## config.mk

```make
export PLATFORM = sky130hd
export DESIGN_NAME = can_rx
export DESIGN_NICKNAME = d
export VERILOG_FILES = /design/src/common/can_rx_pkg.sv /design/src/hw/can_bit_timing.sv /design/src/hw/can_destuff.sv /design/src/hw/can_crc15.sv /design/src/hw/can_rx_fsm.sv /design/src/hw/can_rx.sv
export SDC_FILE = /design/constraint.sdc
export NUM_CORES = 1
export LEC_CHECK = 0
export CAP_MARGIN = 30
export CORE_MARGIN = 2
export CORE_UTILIZATION = 39
export DETAILED_ROUTE_END_ITERATION = 10
export DONT_BUFFER_PORTS = 1
export SYNTH_ARGS = -nofsm -noshare
export SYNTH_HDL_FRONTEND = slang
export SYNTH_SLANG_ARGS = --single-unit
```

## constraint.sdc

```tcl
create_clock -name clk_i -period 7 [get_ports clk_i]
set_clock_uncertainty 0.15 [all_clocks]
set_input_delay 0.35 -clock clk_i [delete_from_list [all_inputs] [get_ports clk_i]]
set_output_delay 0.35 -clock clk_i [all_outputs]
set_load 0.03 [all_outputs]
```

## src/common/can_rx_pkg.sv

```systemverilog
package can_rx_pkg;

    // bit timing
    localparam int CLK_FREQ       = 50_000_000;
    localparam int BIT_RATE       = 5_000_000;
    localparam int QUANTS_PER_BIT = CLK_FREQ / BIT_RATE;
    localparam int SAMPLE_POINT   = QUANTS_PER_BIT / 2;
    localparam int QCNT_W         = $clog2(QUANTS_PER_BIT);

    // field lengths in bits
    localparam int MSG_TYPE_LEN  = 1;
    localparam int ADDR_LEN      = 6;
    localparam int ADDR_HI_LEN   = 4;
    localparam int HANDSHAKE_LEN = 2;
    localparam int ATTR_LEN      = 2;
    localparam int EXPAND_LEN    = 4;
    localparam int SIGN_LEN      = 8;
    localparam int RESERVED_LEN  = 2;
    localparam int DLC_LEN       = 4;
    localparam int DATA_LEN      = 64;
    localparam int CRC_LEN       = 15;
    localparam int EOF_LEN       = 7;
    localparam int STUFF_RUN     = 5;

    localparam logic [CRC_LEN-1:0] CRC_POLY = 15'h4599;

    localparam int BIT_CNT_W = $clog2(DATA_LEN + 1);

    typedef struct packed {
        logic stb;
        logic value;
    } can_bit_t;

    // stuffing and crc windows are ranges of this enum
    typedef enum logic [4:0] {
        IDLE,
        MSG_TYPE,
        ADDR_LOCAL,
        ADDR_REMOTE_HI,
        SRR,
        IDE,
        ADDR_REMOTE_LO,
        HANDSHAKE,
        ATTR,
        EXPAND,
        SIGN,
        RTR,
        RESERVED,
        DLC,
        DATA,
        CRC,
        CRC_DELIM,
        ACK_SLOT,
        ACK_DELIM,
        EOF
    } can_rx_state_e;

    typedef struct packed {
        logic [MSG_TYPE_LEN-1:0]  msg_type;
        logic [ADDR_LEN-1:0]      addr_local;
        logic [ADDR_LEN-1:0]      addr_remote;
        logic [HANDSHAKE_LEN-1:0] handshake;
        logic [ATTR_LEN-1:0]      attr;
        logic [EXPAND_LEN-1:0]    expand;
        logic [SIGN_LEN-1:0]      sign;
        logic                     rtr;
        logic [DLC_LEN-1:0]       dlc;
        logic [DATA_LEN-1:0]      data;
        logic                     crc_ok;
    } can_frame_t;

endpackage

```

## src/hw/can_bit_timing.sv

```systemverilog
`timescale 1ns/1ps

module can_bit_timing
    import can_rx_pkg::*;
(
    input  logic     clk_i,
    input  logic     rst_i,
    input  logic     rx_i,
    output can_bit_t samp_o
);

    logic [QCNT_W-1:0] qcnt_q;
    logic              rx_q;
    logic              rx_edge;

    assign rx_edge = (rx_i != rx_q);

    always_ff @(posedge clk_i or negedge rst_i) begin
        if (!rst_i) begin
            rx_q <= 1'b1;
        end else begin
            rx_q <= rx_i;
        end
    end

    // quanta counter restarted by any edge on the line
    always_ff @(posedge clk_i or negedge rst_i) begin
        if (!rst_i) begin
            qcnt_q <= '0;
        end else if (rx_edge) begin
            qcnt_q <= '0;
        end else if (qcnt_q == QCNT_W'(QUANTS_PER_BIT - 1)) begin
            qcnt_q <= '0;
        end else begin
            qcnt_q <= qcnt_q + 1'b1;
        end
    end

    // sample in the middle of the bit
    assign samp_o.stb   = (qcnt_q == QCNT_W'(SAMPLE_POINT));
    assign samp_o.value = rx_i;

endmodule

```

## src/hw/can_destuff.sv

```systemverilog
`timescale 1ns/1ps

module can_destuff
    import can_rx_pkg::*;
(
    input  logic     clk_i,
    input  logic     rst_i,
    input  can_bit_t samp_i,
    input  logic     stuff_en_i,
    output can_bit_t bit_o
);

    localparam int RUN_W = $clog2(STUFF_RUN + 1);

    logic [RUN_W-1:0] run_q;
    logic             last_q;
    logic             drop;

    // sample right after a full run is a stuff bit
    assign drop = stuff_en_i && (run_q == RUN_W'(STUFF_RUN));

    always_ff @(posedge clk_i or negedge rst_i) begin
        if (!rst_i) begin
            run_q  <= '0;
            last_q <= 1'b1;
        end else if (samp_i.stb) begin
            last_q <= samp_i.value;
            if (!stuff_en_i || drop || samp_i.value != last_q) begin
                run_q <= RUN_W'(1);
            end else begin
                run_q <= run_q + 1'b1;
            end
        end
    end

    always_ff @(posedge clk_i or negedge rst_i) begin
        if (!rst_i) begin
            bit_o <= '0;
        end else begin
            bit_o.stb   <= samp_i.stb && !drop;
            bit_o.value <= samp_i.value;
        end
    end

endmodule

```

## src/hw/can_crc15.sv

```systemverilog
`timescale 1ns/1ps

module can_crc15
    import can_rx_pkg::*;
(
    input  logic               clk_i,
    input  logic               rst_i,
    input  can_bit_t           bit_i,
    input  logic               en_i,
    input  logic               clr_i,
    output logic [CRC_LEN-1:0] crc_o
);

    logic fb;

    assign fb = bit_i.value ^ crc_o[CRC_LEN-1];

    always_ff @(posedge clk_i or negedge rst_i) begin
        if (!rst_i) begin
            crc_o <= '0;
        end else if (clr_i) begin
            crc_o <= '0;
        end else if (en_i && bit_i.stb) begin
            crc_o <= {crc_o[CRC_LEN-2:0], 1'b0} ^ (fb ? CRC_POLY : '0);
        end
    end

endmodule

```

## src/hw/can_rx_fsm.sv

```systemverilog
`timescale 1ns/1ps

module can_rx_fsm
    import can_rx_pkg::*;
(
    input  logic                clk_i,
    input  logic                rst_i,
    input  logic                init_i,
    input  logic [ADDR_LEN-1:0] local_addr_i,
    input  can_bit_t            bit_i,
    input  logic [CRC_LEN-1:0]  crc_i,
    output logic                stuff_en_o,
    output logic                crc_en_o,
    output logic                crc_clr_o,
    output logic                tx_o,
    output logic                rx_busy_o,
    output logic                frame_valid_o,
    output can_frame_t          frame_o
);

    can_rx_state_e         state_q;
    logic [BIT_CNT_W-1:0]  bit_cnt_q;
    logic [ADDR_LEN-1:0]   local_addr_q;
    logic                  ack_q;
    can_frame_t            frame_q;
    logic [CRC_LEN-1:0]    rx_crc_q;
    logic                  last_bit;
    logic                  sof;
    logic                  addr_match;

    // single-bit fields fall to the default
    function automatic logic [BIT_CNT_W-1:0] field_len(input can_rx_state_e st);
        case (st)
            MSG_TYPE:       return BIT_CNT_W'(MSG_TYPE_LEN);
            ADDR_LOCAL:     return BIT_CNT_W'(ADDR_LEN);
            ADDR_REMOTE_HI: return BIT_CNT_W'(ADDR_HI_LEN);
            ADDR_REMOTE_LO: return BIT_CNT_W'(ADDR_LEN - ADDR_HI_LEN);
            HANDSHAKE:      return BIT_CNT_W'(HANDSHAKE_LEN);
            ATTR:           return BIT_CNT_W'(ATTR_LEN);
            EXPAND:         return BIT_CNT_W'(EXPAND_LEN);
            SIGN:           return BIT_CNT_W'(SIGN_LEN);
            RESERVED:       return BIT_CNT_W'(RESERVED_LEN);
            DLC:            return BIT_CNT_W'(DLC_LEN);
            DATA:           return BIT_CNT_W'(DATA_LEN);
            CRC:            return BIT_CNT_W'(CRC_LEN);
            EOF:            return BIT_CNT_W'(EOF_LEN);
            default:        return BIT_CNT_W'(1);
        endcase
    endfunction

    assign last_bit   = (bit_cnt_q == field_len(state_q) - 1'b1);
    assign sof        = (state_q == IDLE) && bit_i.stb && !bit_i.value;
    assign addr_match = ({frame_q.addr_remote[ADDR_LEN-2:0], bit_i.value} == local_addr_q);

    assign stuff_en_o = (state_q >= MSG_TYPE) && (state_q <= CRC);
    assign crc_en_o   = (state_q >= MSG_TYPE) && (state_q <= DATA);
    assign crc_clr_o  = sof;
    // dominant ack only for frames addressed to us
    assign tx_o       = !((state_q == ACK_SLOT) && ack_q);
    assign frame_o    = frame_q;

    always_ff @(posedge clk_i or negedge rst_i) begin
        if (!rst_i) begin
            local_addr_q <= '0;
        end else if (init_i) begin
            local_addr_q <= local_addr_i;
        end
    end

    always_ff @(posedge clk_i or negedge rst_i) begin
        if (!rst_i) begin
            state_q       <= IDLE;
            bit_cnt_q     <= '0;
            ack_q         <= 1'b0;
            rx_busy_o     <= 1'b0;
            frame_valid_o <= 1'b0;
        end else begin
            frame_valid_o <= 1'b0;
            if (sof) begin
                state_q   <= MSG_TYPE;
                bit_cnt_q <= '0;
                ack_q     <= 1'b0;
                rx_busy_o <= 1'b1;
            end else if (bit_i.stb && state_q != IDLE) begin
                if (last_bit) begin
                    bit_cnt_q <= '0;
                    if (state_q == EOF) begin
                        state_q       <= IDLE;
                        rx_busy_o     <= 1'b0;
                        frame_valid_o <= 1'b1;
                    end else begin
                        state_q <= can_rx_state_e'(state_q + 1'b1);
                    end
                    if (state_q == ADDR_REMOTE_LO) begin
                        ack_q <= addr_match;
                    end
                end else begin
                    bit_cnt_q <= bit_cnt_q + 1'b1;
                end
            end
        end
    end

    // fields shift in msb first
    always_ff @(posedge clk_i) begin
        if (bit_i.stb) begin
            case (state_q)
                MSG_TYPE: begin
                    frame_q.msg_type <= bit_i.value;
                end
                ADDR_LOCAL: begin
                    frame_q.addr_local <= {frame_q.addr_local[ADDR_LEN-2:0], bit_i.value};
                end
                // remote address is split around srr and ide
                ADDR_REMOTE_HI, ADDR_REMOTE_LO: begin
                    frame_q.addr_remote <= {frame_q.addr_remote[ADDR_LEN-2:0], bit_i.value};
                end
                HANDSHAKE: begin
                    frame_q.handshake <= {frame_q.handshake[HANDSHAKE_LEN-2:0], bit_i.value};
                end
                ATTR: begin
                    frame_q.attr <= {frame_q.attr[ATTR_LEN-2:0], bit_i.value};
                end
                EXPAND: begin
                    frame_q.expand <= {frame_q.expand[EXPAND_LEN-2:0], bit_i.value};
                end
                SIGN: begin
                    frame_q.sign <= {frame_q.sign[SIGN_LEN-2:0], bit_i.value};
                end
                RTR: begin
                    frame_q.rtr <= bit_i.value;
                end
                DLC: begin
                    frame_q.dlc <= {frame_q.dlc[DLC_LEN-2:0], bit_i.value};
                end
                DATA: begin
                    frame_q.data <= {frame_q.data[DATA_LEN-2:0], bit_i.value};
                end
                CRC: begin
                    rx_crc_q <= {rx_crc_q[CRC_LEN-2:0], bit_i.value};
                    if (last_bit) begin
                        frame_q.crc_ok <= ({rx_crc_q[CRC_LEN-2:0], bit_i.value} == crc_i);
                    end
                end
                default: begin
                end
            endcase
        end
    end

endmodule

```

## src/hw/can_rx.sv

```systemverilog
`timescale 1ns/1ps

module can_rx
    import can_rx_pkg::*;
(
    input  logic                clk_i,
    input  logic                rst_i,
    input  logic                init_i,
    input  logic [ADDR_LEN-1:0] local_addr_i,
    input  logic                rx_i,
    output logic                tx_o,
    output logic                rx_busy_o,
    output logic                frame_valid_o,
    output can_frame_t          frame_o
);

    can_bit_t           samp;
    can_bit_t           dbit;
    logic               stuff_en;
    logic               crc_en;
    logic               crc_clr;
    logic [CRC_LEN-1:0] crc;

    can_bit_timing u_bit_timing (
        .clk_i  (clk_i),
        .rst_i  (rst_i),
        .rx_i   (rx_i),
        .samp_o (samp)
    );

    can_destuff u_destuff (
        .clk_i      (clk_i),
        .rst_i      (rst_i),
        .samp_i     (samp),
        .stuff_en_i (stuff_en),
        .bit_o      (dbit)
    );

    can_crc15 u_crc15 (
        .clk_i (clk_i),
        .rst_i (rst_i),
        .bit_i (dbit),
        .en_i  (crc_en),
        .clr_i (crc_clr),
        .crc_o (crc)
    );

    can_rx_fsm u_rx_fsm (
        .clk_i         (clk_i),
        .rst_i         (rst_i),
        .init_i        (init_i),
        .local_addr_i  (local_addr_i),
        .bit_i         (dbit),
        .crc_i         (crc),
        .stuff_en_o    (stuff_en),
        .crc_en_o      (crc_en),
        .crc_clr_o     (crc_clr),
        .tx_o          (tx_o),
        .rx_busy_o     (rx_busy_o),
        .frame_valid_o (frame_valid_o),
        .frame_o       (frame_o)
    );

endmodule

```

# After elaboration in Yosys (flattened, before gate mapping)
# Memory sizes are Yosys's and may differ from the RTL's.
# Index checks and enable logic that the tools add are counted.
[totals]
reg_bits = 160
rom_bits = 160
in_bits = 10
word_cells = 121
memories = 1
[memory_table]
columns = ["name", "depth", "width", "read_ports", "rd_clocked_by_memory_dff", "write_ports", "line_no", "source"]
rows = [
  ["(name not given)", 32, 5, 1, 0, 0, "can_rx_fsm.sv:33", "case (st)"],
]
[classes]
addsub = 5
n_lt_le_gt_ge = 3
n_eq_ne = 22
muxes = 25
bitwise_logic = 2
n_reduce_logical = 38
[ops]
columns = ["op", "count"]
rows = [
  ["$mux 15", 3],
  ["$eq 5x4->1 const B", 7],
  ["$reduce_and 2->1", 12],
  ["$mux 7", 3],
  ["$mux 5", 4],
  ["$eq 15x15->1", 1],
  ["$xor 15x15->15", 1],
  ["$mux 1", 12],
  ["$eq 5x2->1 const B", 2],
  ["$eq 5x3->1 const B", 2],
  ["$eq 5x5->1 const B", 2],
  ["$le 5x4->1 const B", 2],
  ["$reduce_bool 2->1", 5],
  ["$logic_and 1x1->1", 9],
  ["$reduce_and 3->1", 3],
  ["$mux 4", 2],
  ["$add 7x1->7 const B", 1],
  ["$eq 7x7->1", 1],
  ["$sub 7x1->7 const B", 1],
  ["$eq 6x6->1", 1],
  ["$add 5x1->5 const B", 1],
  ["$eq 5x1->1 const B", 1],
  ["$ge 5x1->1 const B", 1],
  ["$logic_not 5->1", 1],
  ["other kinds (12)", 17],
]

# Longest topological paths before layout
[depth]
depth_word = 6
ltp_mapped = 12

# Modules after synthesis
# Synthesis repeated with hierarchy kept, for this count alone.
[hier_totals]
cells_unflattened = 405
hier_area_um2 = 6378.6
[modules_own_cells]
columns = ["mod", "n_inst", "cells_each", "area_each_um2"]
rows = [
  ["can_rx_fsm", 1, 315, 5251.3],
  ["can_crc15", 1, 45, 608.1],
  ["can_destuff", 1, 25, 285.3],
  ["can_bit_timing", 1, 20, 234.0],
]

# Least setup slack after synthesis
# Ideal clock, no wire load.
[synth_path]
path_type = "register to register"
start = "reg u_rx_fsm.state_q[1]"
end = "reg u_rx_fsm.state_q[2]"
setup_ns = 0.128
arrival_time_ns = 2.983
required_time_ns = 6.722
slack_ns = 3.740
stages_incl_launch_ff = 13
n_path_buf = 1
synth_period_minus_slack_ns = 3.260
cell_sequence = "dfrtp_1 -> clkbuf_1 -> inv_1 -> ha_1 -> inv_1 -> mux4_2 -> a21oi_1 -> ha_1 -> xnor2_1 -> xnor2_1 -> nand4_1 -> nor3_4 -> mux2_1"
[synth_via]
elab_chain_cells = 5
word_cells_on_any_way = 17
[synth_lines]
columns = ["element", "line_no", "source"]
rows = [
  ["start, declared", "can_rx_fsm.sv:21", "can_rx_state_e state_q;"],
  ["start signal, assigned", "can_rx_fsm.sv:92", "state_q <= can_rx_state_e'(state_q + 1'b1);"],
  ["$mem_v2 32x5, or another cell as far along", "n/a", ""],
  ["$sub 7x1->7, or another cell as far along", "can_rx_fsm.sv:51", "assign last_bit = (bit_cnt_q == field_len(state_q) - 1'b1);"],
  ["$eq 7x7->1, or another cell as far along", "can_rx_fsm.sv:51", ""],
  ["$reduce_bool 2->1 (no line) / $mux 5 (equally long branches)", "n/a", ""],
  ["$reduce_and 2->1 (no line) / $mux 5 (equally long branches)", "n/a", ""],
]
# Several ways; a longest one is shown, not always the timed one. The select of a mux whose other input is x is not followed.
# A chain may end at the register's enable or synchronous reset.

# Worst setup path after layout
[layout_path]
start = "reg u_rx_fsm.state_q[1]"
end = "reg u_rx_fsm.state_q[4]"
# The elaborated chain is that of the path after synthesis.

==> run summary <==
• **wire length of the first global-routing pass** 19000 um
• **Max-slew headroom** 39.2%
• **Power, Total** 2.31 mW
• **Least-Margin Pin Slew** 0.912 ns
• **Inserted Clock Buffers** 17
• **Residual DRC** 0
• **count of distinct cell types in the synthesized netlist** 52
• **share of Yosys cell area claimed by the top area cell type** 53.6%
• **kind of start point of the critical path** flop
• **critical path, cell by cell** inv_1 > ha_1 > inv_1 > mux4_2 > a21oi_1 > ha_1 > xnor2_1 > xnor2_1 > nand4_1 > nor3_4 > mux2_1
• **IO Count** 112
• **IR Drop Worst-Case VDD** 0.193 mV
• **Top FF cell, synth** edfxtp_1
• **via total after detailed routing** 3423
• **fin crit period** 3.61 ns
• **routability congestion estimate** 0.793
• **root buffer cell** clkbuf_16
• **reported leakage power** 2.68 nW
• **floorplan die area** 17300 sq um
• **number of global-route vias before repair** 3365
• **hold path start** rx_i
• **net count after synthesis** 432
• **fraction of power consumed by the clock network** 41.2%
• **mean cell area of the mapped netlist** 15.5 sq um
• **Maximum Capacitance Violations** 0
• **Antenna Cells** 0
• **final wirelength** 11800 um
• **Logic pwr share** 10.6%
• **layout overhead on the synthesized area** 16.4%
• **final setup violation count** 0
• **Critical R2R Capture** u_rx_fsm.state_q[4]$_DFFE_PN0P_
• **clk buf depth** 2
• **number of antenna violations at the first check in global routing** 0
• **residual overflow from global routing** 0
• **Seq/Total Area, Yosys** 72.2%
• **Cell Int Power** 1.72 mW
• **worst min-delay path endpoint** u_destuff.run_q[1]$_DFFE_PN0N_
• **detailed placement HPWL** 7770 um
• **final antenna-violating net count** 0
• **setup tns final** 0 ns
• **async set-or-reset flop fraction in the synthesized netlist** 29.4%
• **arrival time of the worst setup path** 3.76 ns
• **largest net degree at the start of global routing** 65
• **Hold Violations, Final** 0
• **initial core utilization** 39.8%
• **most repeated cell in the gate-level netlist after synthesis** edfxtp_1
• **Synthesis Warnings** 0
• **most area-hungry cell type in the Yosys netlist** edfxtp_1
• **worst setup path class** flop to flop
• **die height** 131 um
• **die extent in x** 131 um
• **violation count after the first detailed-route iteration** 183
• **status** finished clean
• **Core Region** 15900 sq um
• **clk sinks** 160
• **ranking of synthesized cells by instance count** 113 x edfxtp_1, 45 x dfrtp_1, 37 x nor2_1, 32 x xnor2_1, 15 x nand2_1
• **number of filler cells placed in the layout** 1431
• **fraction of final layout cells sized beyond drive strength 1** 12.3%
• **Port Buf Inserts** 0
• **fin crit share** 51.6%
• **type of the most critical hold path** input port to flop
• **number of cells on the worst hold path** 3
• **register-to-register setup slack** 3.39 ns
• **number of cells traversed by the worst register-to-register path** 11
• **Worst Setup End Kind** flop
• **number of optimization iterations in the first detailed-route pass** 4
• **gate count after technology mapping** 408
• **required time of the critical path** 7.15 ns
• **slowest cell delay on critical path** 0.59 ns
• **routed vias/inst** 5.16
• **sequential cell fraction of total power** 48.2%
• **CP Max Fanout** 13
• **beginning of the critical path** u_rx_fsm.state_q[1]$_DFFE_PN0P_
• **flip-flop and latch count after synthesis** 160
• **Net Switching** 592 uW
• **Core Rows** 46
• **Final #Nets** 458
• **WL per Instance** 17.9 um
• **cell with the largest stage delay on the worst path** dfrtp_1
• **worst-case hold slack** 0.0850 ns
• **number of enable-type register cells in the synthesized netlist** 113
• **R2R Path Start** u_rx_fsm.state_q[1]$_DFFE_PN0P_
• **TritonCTS clock tree** built
• **top area cells in the synthesized netlist** edfxtp_1 54%, dfrtp_1 18%, xnor2_1 4.4%
• **total global-route track usage** 14.2%
• **area of the mapped netlist** 6330 sq um
• **total power divided by cell area** 313 nW/um^2
• **share of total power consumed by net switching** 25.7%
• **number of max-slew violations in the final report** 0
• **upper clock frequency limit** 277 MHz
• **H-Tree Level Count** 4
• **source-to-sink clock delay at the later pin of the worst-skew pair** 0.42 ns
• **RSZ-0062 raised after global routing** no
• **clock edge transition at the registers on the reported setup and hold paths** 0.07 ns
-- flip-flops by register name, indices dropped and copies added (netlist names), 2 cells and up --
register               cells
u_rx_fsm.rx_crc_q         14
u_rx_fsm.state_q           5
u_bit_timing.qcnt_q        4
u_crc15.crc_o             15
u_rx_fsm.bit_cnt_q         7
u_destuff.bit_o            2
u_rx_fsm.frame_o          99
u_destuff.run_q            3
u_rx_fsm.local_addr_q      6
-- area by class of cell --
class	count	area (sq um)	share of cell area, %
Multi-Input combinational cell	230	1690	22.9
Tap cell	216	270	3.67
Timing Repair Buffer	17	183	2.48
Clock inverter	15	198	2.68
Sequential cell	160	4570	62.0
Inverter	8	30.0	0.408
Clock buffer	17	425	5.77
-- placed cells by master (no fill, tap or decap), drive strengths merged, types with 5 or more instances in the layout --
master and count:
a21oi 11, and2 6, and3 10, clkbuf 17
clkinv 5, dfrtp 45, dlygate4sd3 14, edfxtp 113
ha 14, inv 14, mux2 10, mux2i 12
nand2 15, nand3 8, nand4 7, nor2 37
nor3 6, o21ai 5, xnor2 32, xor2 9
-- layer usage --
metal,up-vias,global-route usage [%],share of wire [%]
met5,-,0,0
met4,0,5.43,1.4
met3,14,6.64,7.8
met2,118,20.7,46
met1,1716,18.6,45
li1,1575,-,-
-- what timing repair did --
| item | 4_1_cts | 5_1_grt |
|---|---|---|
| resized for setup | 0 | 0 |
| endpoints found under the setup margin | 0 | 0 |
| endpoints found under the hold margin | 56 | 0 |
| hold buffers | 15 | 0 |
| setup buffers | 0 | 0 |
-- critical path: cells and delay by family (launching register included) --
family                   cells  cell delay, ns
AO/OA/AOI/OAI                1            0.20
XOR/XNOR                     2            0.33
adder cells (fa/ha/maj)      2            0.56
buffers and inverters        2            0.20
flip-flops                   1            0.59
multiplexers                 2            0.86
AND/OR/NAND/NOR              2            0.62
-- logic make-up after synthesis --
logic type / after synthesis / share of synthesized area (%)
AO/OA/AOI/OAI: 39 / 4.41
XOR/XNOR: 41 / 5.67
adder cells (fa/ha/maj): 14 / 2.77
buffers and inverters: 18 / 1.19
flip-flops: 160 / 72.2
multiplexers: 23 / 4.03
AND/OR/NAND/NOR: 113 / 9.69
-- metrics by stage --
stage | setup WS (ns) | util [%] | cells | cell area (sq um)
global placement | 3.61 | 41.4 | 616 | 6580
floorplan | 3.74 | - | 408 | 6330
detailed placement | 3.43 | 41.4 | 616 | 6580
global route | 3.26 | 46.4 | 663 | 7370
finish | 3.39 | 46.4 | 663 | 7370
CTS | 3.41 | 46.4 | 663 | 7370
-- power by group through the flow --
stage	logic (mW)	registers, mW	clock network (mW)
floorplan	0.188	1.12	0
global route	0.273	1.12	1.03
finish	0.245	1.11	0.950
detailed placement	0.228	1.13	0
global placement	0.219	1.13	0
CTS	0.246	1.11	0.978
-- how the worst max path moves through the flow --
stage / endpoint / slack [ns] / cells after the start
global route: u_rx_fsm.state_q[2]$_DFFE_PN0P_ / 3.26 / 11
detailed placement: u_rx_fsm.state_q[4]$_DFFE_PN0P_ / 3.43 / 11
floorplan: u_rx_fsm.state_q[2]$_DFFE_PN0P_ / 3.74 / 12
CTS: u_rx_fsm.state_q[4]$_DFFE_PN0P_ / 3.41 / 11
finish: u_rx_fsm.state_q[4]$_DFFE_PN0P_ / 3.39 / 11
global placement: u_rx_fsm.state_q[2]$_DFFE_PN0P_ / 3.61 / 11
Note: power is estimated with default switching activity, not from simulation.
